## src/fm_pkg.sv

```systemverilog
package fm_pkg;

	// Six FM channels, three per register part
	parameter int num_ch = 6;

	// One register write as seen by the register block
	typedef struct packed {
		logic       part;
		logic [7:0] reg_addr;
		logic [7:0] data;
	} reg_write_t;

	// Timer level settings from registers 0x24..0x27
	typedef struct packed {
		logic [9:0] value_a;
		logic [7:0] value_b;
		logic       run_a;
		logic       run_b;
		logic       irq_en_a;
		logic       irq_en_b;
	} timer_cfg_t;

	// Single-cycle flag clear requests
	typedef struct packed {
		logic clr_a;
		logic clr_b;
	} timer_clr_t;

	// Channel frequency as used by the phase generator
	typedef struct packed {
		logic [10:0] fnum;
		logic [2:0]  block;
	} chan_freq_t;

	// Read-back byte, busy in bit 7
	typedef struct packed {
		logic       busy;
		logic [4:0] rsvd;
		logic       flag_b;
		logic       flag_a;
	} status_t;

endpackage

```

## src/fm_bus_if.sv

```systemverilog
`timescale 1ns/1ps

module fm_bus_if import fm_pkg::*; #(
	parameter int busy_cycles = 32
) (
	input  logic       clk_int,
	input  logic       rst,
	input  logic [7:0] din,
	input  logic [1:0] addr,
	input  logic       cs_n,
	input  logic       wr_n,
	input  logic       flag_a,
	input  logic       flag_b,
	output logic       reg_wr,
	output reg_write_t reg_data,
	output status_t    dout
);

	localparam int busy_w = $clog2(busy_cycles + 1);

	// Captured bus access
	logic       acc_s;
	logic [7:0] din_s;
	logic [1:0] addr_s;

	// Register address per part
	logic [7:0] addr_latch [2];

	logic [busy_w-1:0] busy_cnt;
	logic              data_wr;

	always_ff @(posedge clk_int) begin
		if (rst) begin
			acc_s <= 1'b0;
		end else begin
			acc_s <= ~cs_n & ~wr_n;
		end
		din_s  <= din;
		addr_s <= addr;
	end

	// addr_s[0] set means the data port
	assign data_wr = acc_s & addr_s[0];

	always_ff @(posedge clk_int) begin
		if (rst) begin
			addr_latch[0] <= '0;
			addr_latch[1] <= '0;
			reg_wr        <= 1'b0;
		end else begin
			reg_wr <= data_wr;
			if (acc_s && !addr_s[0]) begin
				addr_latch[addr_s[1]] <= din_s;
			end
		end
		reg_data.part     <= addr_s[1];
		reg_data.reg_addr <= addr_latch[addr_s[1]];
		reg_data.data     <= din_s;
	end

	// Busy holds for busy_cycles cycles after each data write
	always_ff @(posedge clk_int) begin
		if (rst) begin
			busy_cnt <= '0;
			dout     <= '0;
		end else begin
			if (data_wr) begin
				busy_cnt <= busy_w'(busy_cycles);
			end else if (busy_cnt != '0) begin
				busy_cnt <= busy_cnt - 1'b1;
			end
			dout.busy   <= data_wr | (busy_cnt > 1);
			dout.rsvd   <= '0;
			dout.flag_b <= flag_b;
			dout.flag_a <= flag_a;
		end
	end

endmodule

```

## src/fm_mmr.sv

```systemverilog
`timescale 1ns/1ps

module fm_mmr import fm_pkg::*; (
	input  logic                     clk_int,
	input  logic                     rst,
	input  logic                     reg_wr,
	input  reg_write_t               reg_data,
	output timer_cfg_t               tcfg,
	output timer_clr_t               tclr,
	output chan_freq_t [num_ch-1:0]  freq
);

	logic [1:0] offset;
	logic       offset_ok;
	logic       fnum_hi_wr;
	logic       fnum_lo_wr;
	logic       timer_wr;
	logic [2:0] ch_sel;

	// Block and fnum high bits wait here for the low write
	logic [2:0] hold_block;
	logic [2:0] hold_fhi;

	assign offset    = reg_data.reg_addr[1:0];
	assign offset_ok = offset != 2'd3;

	// 0xA4..0xA6 and 0xA0..0xA2, either part
	assign fnum_hi_wr = reg_wr && offset_ok && reg_data.reg_addr[7:2] == 6'b1010_01;
	assign fnum_lo_wr = reg_wr && offset_ok && reg_data.reg_addr[7:2] == 6'b1010_00;

	// Timer registers live in part 0 only
	assign timer_wr = reg_wr && !reg_data.part;

	assign ch_sel = reg_data.part ? 3'd3 + {1'b0, offset} : {1'b0, offset};

	always_ff @(posedge clk_int) begin
		if (rst) begin
			tcfg <= '0;
			tclr <= '0;
		end else begin
			// Clear pulses last one cycle
			tclr <= '0;
			if (timer_wr) begin
				case (reg_data.reg_addr)
					8'h24: begin
						tcfg.value_a[9:2] <= reg_data.data;
					end
					8'h25: begin
						tcfg.value_a[1:0] <= reg_data.data[1:0];
					end
					8'h26: begin
						tcfg.value_b <= reg_data.data;
					end
					8'h27: begin
						tcfg.run_a    <= reg_data.data[0];
						tcfg.run_b    <= reg_data.data[1];
						tcfg.irq_en_a <= reg_data.data[2];
						tcfg.irq_en_b <= reg_data.data[3];
						tclr.clr_a    <= reg_data.data[4];
						tclr.clr_b    <= reg_data.data[5];
					end
					default: begin
					end
				endcase
			end
		end
	end

	// Frequency table
	always_ff @(posedge clk_int) begin
		if (rst) begin
			hold_block <= '0;
			hold_fhi   <= '0;
			freq       <= '0;
		end else begin
			if (fnum_hi_wr) begin
				hold_block <= reg_data.data[5:3];
				hold_fhi   <= reg_data.data[2:0];
			end
			if (fnum_lo_wr) begin
				freq[ch_sel].fnum  <= {hold_fhi, reg_data.data};
				freq[ch_sel].block <= hold_block;
			end
		end
	end

endmodule

```

## src/fm_timers.sv

```systemverilog
`timescale 1ns/1ps

module fm_timers import fm_pkg::*; #(
	parameter int tick_div = 72
) (
	input  logic       clk_int,
	input  logic       rst,
	input  timer_cfg_t tcfg,
	input  timer_clr_t tclr,
	output logic       flag_a,
	output logic       flag_b,
	output logic       irq_n
);

	localparam int pre_w = $clog2(tick_div + 1);

	logic [pre_w-1:0] pre_cnt;
	logic [3:0]       div16;
	logic             tick_a;
	logic             tick_b;

	logic [9:0] cnt_a;
	logic [7:0] cnt_b;
	logic       run_a_d;
	logic       run_b_d;
	logic       ovf_a;
	logic       ovf_b;

	// Free-running prescaler, timer B gets every 16th tick
	always_ff @(posedge clk_int) begin
		if (rst) begin
			pre_cnt <= '0;
			div16   <= '0;
		end else begin
			if (tick_a) begin
				pre_cnt <= '0;
				div16   <= div16 + 1'b1;
			end else begin
				pre_cnt <= pre_cnt + 1'b1;
			end
		end
	end

	assign tick_a = pre_cnt == pre_w'(tick_div - 1);
	assign tick_b = tick_a && div16 == 4'hf;

	assign ovf_a = tcfg.run_a && run_a_d && tick_a && cnt_a == 10'h3ff;
	assign ovf_b = tcfg.run_b && run_b_d && tick_b && cnt_b == 8'hff;

	always_ff @(posedge clk_int) begin
		if (rst) begin
			run_a_d <= 1'b0;
			run_b_d <= 1'b0;
			cnt_a   <= '0;
			cnt_b   <= '0;
		end else begin
			run_a_d <= tcfg.run_a;
			run_b_d <= tcfg.run_b;
			// Load on run rising edge and on overflow
			if ((tcfg.run_a && !run_a_d) || ovf_a) begin
				cnt_a <= tcfg.value_a;
			end else if (tcfg.run_a && tick_a) begin
				cnt_a <= cnt_a + 1'b1;
			end
			if ((tcfg.run_b && !run_b_d) || ovf_b) begin
				cnt_b <= tcfg.value_b;
			end else if (tcfg.run_b && tick_b) begin
				cnt_b <= cnt_b + 1'b1;
			end
		end
	end

	always_ff @(posedge clk_int) begin
		if (rst) begin
			flag_a <= 1'b0;
			flag_b <= 1'b0;
		end else begin
			if (tclr.clr_a) begin
				flag_a <= 1'b0;
			end else if (ovf_a && tcfg.irq_en_a) begin
				flag_a <= 1'b1;
			end
			if (tclr.clr_b) begin
				flag_b <= 1'b0;
			end else if (ovf_b && tcfg.irq_en_b) begin
				flag_b <= 1'b1;
			end
		end
	end

	assign irq_n = ~(flag_a | flag_b);

endmodule

```

## src/fm_pg.sv

```systemverilog
`timescale 1ns/1ps

module fm_pg import fm_pkg::*; (
	input  logic                    clk_int,
	input  logic                    rst,
	input  chan_freq_t [num_ch-1:0] freq,
	output logic [19:0]             phase_out,
	output logic [2:0]              ch,
	output logic                    zero
);

	logic [2:0]  slot;
	logic [19:0] phase [num_ch];
	logic [19:0] inc;
	logic [19:0] phase_nx;

	// Half of fnum shifted by block
	assign inc      = ({9'd0, freq[slot].fnum} << freq[slot].block) >> 1;
	assign phase_nx = phase[slot] + inc;

	always_ff @(posedge clk_int) begin
		if (rst) begin
			slot <= '0;
		end else if (slot == 3'(num_ch - 1)) begin
			slot <= '0;
		end else begin
			slot <= slot + 1'b1;
		end
	end

	// One accumulator updated per clock
	always_ff @(posedge clk_int) begin
		if (rst) begin
			for (int i = 0; i < num_ch; i++) begin
				phase[i] <= '0;
			end
			phase_out <= '0;
			ch        <= '0;
			zero      <= 1'b0;
		end else begin
			phase[slot] <= phase_nx;
			phase_out   <= phase_nx;
			ch          <= slot;
			zero        <= slot == 3'd0;
		end
	end

endmodule

```

## src/fm_chip.sv

```systemverilog
`timescale 1ns/1ps

module fm_chip import fm_pkg::*; #(
	parameter int tick_div    = 72,
	parameter int busy_cycles = 32
) (
	input  logic        clk_int,
	input  logic        rst,
	input  logic [7:0]  din,
	input  logic [1:0]  addr,
	input  logic        cs_n,
	input  logic        wr_n,
	output status_t     dout,
	output logic        irq_n,
	output logic [19:0] phase_out,
	output logic [2:0]  ch,
	output logic        zero
);

	logic                    reg_wr;
	reg_write_t              reg_data;
	timer_cfg_t              tcfg;
	timer_clr_t              tclr;
	chan_freq_t [num_ch-1:0] freq;
	logic                    flag_a;
	logic                    flag_b;

	fm_bus_if #(
		.busy_cycles(busy_cycles)
	) u_bus_if (
		.clk_int  (clk_int),
		.rst      (rst),
		.din      (din),
		.addr     (addr),
		.cs_n     (cs_n),
		.wr_n     (wr_n),
		.flag_a   (flag_a),
		.flag_b   (flag_b),
		.reg_wr   (reg_wr),
		.reg_data (reg_data),
		.dout     (dout)
	);

	fm_mmr u_mmr (
		.clk_int  (clk_int),
		.rst      (rst),
		.reg_wr   (reg_wr),
		.reg_data (reg_data),
		.tcfg     (tcfg),
		.tclr     (tclr),
		.freq     (freq)
	);

	fm_timers #(
		.tick_div(tick_div)
	) u_timers (
		.clk_int (clk_int),
		.rst     (rst),
		.tcfg    (tcfg),
		.tclr    (tclr),
		.flag_a  (flag_a),
		.flag_b  (flag_b),
		.irq_n   (irq_n)
	);

	fm_pg u_pg (
		.clk_int   (clk_int),
		.rst       (rst),
		.freq      (freq),
		.phase_out (phase_out),
		.ch        (ch),
		.zero      (zero)
	);

endmodule

```

## config.mk

```make
export PLATFORM = sky130hd
export DESIGN_NAME = fm_chip
export DESIGN_NICKNAME = d
export VERILOG_FILES = /design/src/fm_pkg.sv /design/src/fm_bus_if.sv /design/src/fm_mmr.sv /design/src/fm_timers.sv /design/src/fm_pg.sv /design/src/fm_chip.sv
export SDC_FILE = /design/constraint.sdc
export NUM_CORES = 1
export LEC_CHECK = 0
export BUFFER_PORTS_ARGS = -buffer_cell sky130_fd_sc_hd__buf_2
export CORE_MARGIN = 2
export CORE_UTILIZATION = 50
export CTS_BUF_LIST = sky130_fd_sc_hd__clkbuf_8
export DETAILED_ROUTE_END_ITERATION = 8
export GPL_ROUTABILITY_DRIVEN = 0
export GPL_TIMING_DRIVEN = 0
export HOLD_SLACK_MARGIN = 0.15
export PLACE_DENSITY = 0.66
export SETUP_SLACK_MARGIN = 0.15
export SYNTH_ARGS = -nofsm -noshare
export SYNTH_HDL_FRONTEND = slang
export SYNTH_HIERARCHICAL = 1
export SYNTH_SLANG_ARGS = --single-unit
```

## constraint.sdc

```tcl
create_clock -name clk_int -period 5 [get_ports clk_int]
set_input_delay 0.5 -clock clk_int [delete_from_list [all_inputs] [get_ports clk_int]]
set_output_delay 0.5 -clock clk_int [all_outputs]
set_load 0.01 [all_outputs]
```

==> key figures <==
Run status
  – Status: finished, final reports clean

Cells and area
  – Layout cells sized above 1: 18.6%
  – Area growth from synthesis to layout: 13.6%
  – Inserted Diodes: 0
  – Post-route cell area: 0.0204 sq mm
  – Fin nets: 1717
  – Fill cells: 3021

Floorplanning
  – Core area: 0.0355 sq mm
  – Die W: 194 microns
  – Die Y: 194 microns
  – Starting density of the core: 50.7%
  – Ports: 47
  – Die ar.: 0.0375 sq mm
  – Num rows: 69

Power and ir drop
  – Flop pwr share: 49.2%
  – Switching share of power: 26.0%
  – Pwr Total: 7.18 mW
  – Cell area power density: 351 mW/mm^2
  – Clk network pwr share: 39.0%
  – Combinational share of power: 11.8%
  – Cell-internal power: 5.31 mW
  – Leakage power: 8.53 nW
  – Peak supply drop: 247 uV
  – Switching Power: 1.87 mW

Setup path
  – Worst path required time: 5.34 ns
  – Crit-path max FO: 10
  – Worst path top cell family by delay: compound AO/OA/AOI/OAI gates
  – Critical path capture point type: flip-flop
  – Peak per-stage delay on the critical path: 0.41 ns
  – Crit path launch type: flip-flop
  – Critical path class: flip-flop to flip-flop
  – Crit path DAT: 5.10 ns
  – CP max stage cell: dfxtp_1
  – Buf/Inv on CP: 5
  – Crit-path cells: buf_6, buf_6, buf_6, buf_6, mux2i_1, o22ai_1, nor2_1, mux2i_1, mux2i_1, mux2i_2, ha_2, a21o_1, a31oi_2, a211o_4, a211oi_4, o41ai_4, buf_4, mux2_1
  – Crit-path most repeated cell: buf_6

Clock network
  – H-tree levels: 3
  – Clock buffer depth: 3
  – TritonCTS buffer count: 66
  – Worst-Skew Late Latency: 0.62 ns
  – Clk root buf: clkbuf_8
  – Clock sink count: 388
  – CTS clk-pin slew, worst paths: 0.06 ns
  – Clock tree from TritonCTS: done

Synth
  – Netlist cell types: 88
  – Sequential fraction of the synthesis area: 53.0%
  – Mapped Cells: 1538
  – Post-synthesis sequential element count: 388
  – Cell Area, Synth: 0.0180 sq mm
  – Synth warn: 6
  – Most common cell in the netlist: dfxtp_1
  – Main area contributors after synthesis: edfxtp_1, dfxtp_1, mux2i_1
  – Post-synth top area cell: edfxtp_1
  – Post-synth EDFFs: 176
  – Top cell type's share of synthesized area: 29.4%
  – Mean Syn Cell Area: 11.7 sq um
  – Most common flop cell mapped by yosys: dfxtp_1
  – Most frequent cells after synthesis: dfxtp_1, mux2i_1, edfxtp_1, nor2_1, nand2b_1
  – Async SR Flop Fraction: 0%

STA
  – Post-Route Setup TNS: 0 ns
  – Worst-Margin Slew: 1.23 ns
  – Post-layout minimum cycle time: 4.77 ns
  – Fmax: 0.210 GHz
  – Slew Limit Fails: 0
  – Final worst-path cycle share: 95.3%
  – Clock Skew: 0.0305 ns
  – Hold Vio Cnt, Final: 0
  – Unrepaired setup endpoints after global routing: yes
  – Worst slew margin: 17.7%
  – Final setup vio count: 0

Routing
  – Initial drt markers: 840
  – DR pass1 iterations: 5
  – DR DRC count: 0
  – DRT antenna net count: 0
  – Per-cell routed wire length: 20.4 microns
  – Detailed-route via count: 12300
  – Avg Vias per Cell: 5.62
  – Final wirelength: 44600 microns

Place
  – Detailed Place HPWL: 29900 microns
  – Placed cell area: 0.0188 sq mm
  – PortBufs: 41

Global routing
  – First-pass GRT wire length: 70500 microns
  – Initial antenna violation count: 0
  – Vias in the first global route: 12500
  – Tot GR Track Use: 24.0%
  – Grt total ovfl: 0
  – Pin count of the biggest net entering global routing: 21

Flow run
  – Max-cap violations: 0

Hold path
  – Min-Delay Path Class: flip-flop to flip-flop
sequential cells by signal (all words and copies together), names as in the netlist, 4 cells and up:
name                 count
u_pg/phase             160
u_mmr/freq              84
u_mmr/tcfg              22
u_pg/phase_out          20
u_bus_if/reg_data       17
u_bus_if/addr_latch     16
u_timers/cnt_a          10
u_bus_if/din_s           8
u_timers/cnt_b           8
u_timers/pre_cnt         7
u_bus_if/busy_cnt        6
u_timers/div16           4
metrics by stage:
step / utilization [%] / std cells / setup slack [ns] / hold WS (ns)
final: 57.6 / 2185 / 0.233 / 0.355
after global routing: 57.6 / 2185 / 0.0909 / 0.358
after CTS: 57.3 / 2182 / 0.127 / 0.362
after detailed placement: 53.0 / 2044 / -0.347 / 0.359
after global placement: 52.9 / 2044 / -0.369 / 0.348
after floorplan: - / 1542 / 1.01 / 0.326
logic make-up (layout without fill, tap and decap cells):
group           count (synthesis)  after routing  synth area share (%)
buf+inv                       131            313                  3.52
other cells                     1              5                0.0209
xor+xnor                       27             27                  1.32
fa+ha+maj                      33             33                  2.34
compound gates                145            145                  5.98
flops                         388            388                  53.0
mux                           247            247                  16.7
simple gates                  566            566                  17.1
layout by cell type, fill, tap and decap left out, types with 12 or more instances in the layout:
| cell type | instances |
|---|---|
| nand2_1 | 106 |
| ha_1 | 31 |
| nor3_1 | 45 |
| edfxtp_1 | 176 |
| o21ai_0 | 13 |
| o22ai_1 | 12 |
| dlygate4sd3_1 | 12 |
| nor2_1 | 135 |
| dfxtp_1 | 212 |
| nand2b_1 | 130 |
| buf_4 | 21 |
| nand3_1 | 25 |
| a21oi_1 | 39 |
| mux2i_1 | 189 |
| and2_1 | 19 |
| mux4_2 | 41 |
| buf_2 | 62 |
| inv_1 | 58 |
| xnor2_1 | 18 |
| clkbuf_8 | 80 |
| clkbuf_1 | 38 |
routing by layer:
| layer | up-vias | part of all wire [%] | GRT usage (%) |
|---|---|---|---|
| met2 | 333 | 48 | 39.9 |
| met4 | 0 | 3.5 | 10.9 |
| met5 | - | 0 | 0 |
| met3 | 92 | 4.7 | 3.72 |
| met1 | 6031 | 43 | 31.2 |
| li1 | 5828 | - | - |
repair_timing:
action,4_1_cts,5_1_grt
setup buffers,4,3
resized for setup,10,29
hold buffers,12,0
endpoints found under the hold margin,11,0
pin swaps,3,7
endpoints found under the setup margin,51,99
cell type report:
type	count	area (sq um)	share of cell area [%]
flip-flops and latches	388	9530	46.6
multi-input cells	1023	7980	39.0
clock buffers	80	1100	5.39
well taps	461	577	2.82
plain buffers	93	505	2.47
repair buffers	60	378	1.85
clock inverters	42	223	1.09
inverters	38	143	0.698
power by group through the flow:
| stage | clock network (mW) | registers (mW) | logic [mW] |
|---|---|---|---|
| 2_1_floorplan | 0 | 3.59 | 0.571 |
| 3_5_place_dp | 0 | 3.60 | 0.820 |
| 4_1_cts | 2.87 | 3.53 | 0.840 |
| 3_3_place_gp | 0 | 3.59 | 0.804 |
| 5_1_grt | 3.01 | 3.54 | 0.926 |
| 6_report | 2.80 | 3.53 | 0.849 |
worst paths after layout:
path	depth (start not counted)	start	end	slack (ns)
worst max-delay path	18	u_pg/slot[0]	u_pg/phase[5][15]	0.23
worst min-delay path	0	u_bus_if/din_s[6]	u_bus_if/reg_data[6]	0.35
worst max register to register	18	u_pg/slot[0]	u_pg/phase[5][15]	0.23
worst min register to register	0	u_bus_if/din_s[6]	u_bus_if/reg_data[6]	0.35
Note: power is estimated with default switching activity, not from simulation.
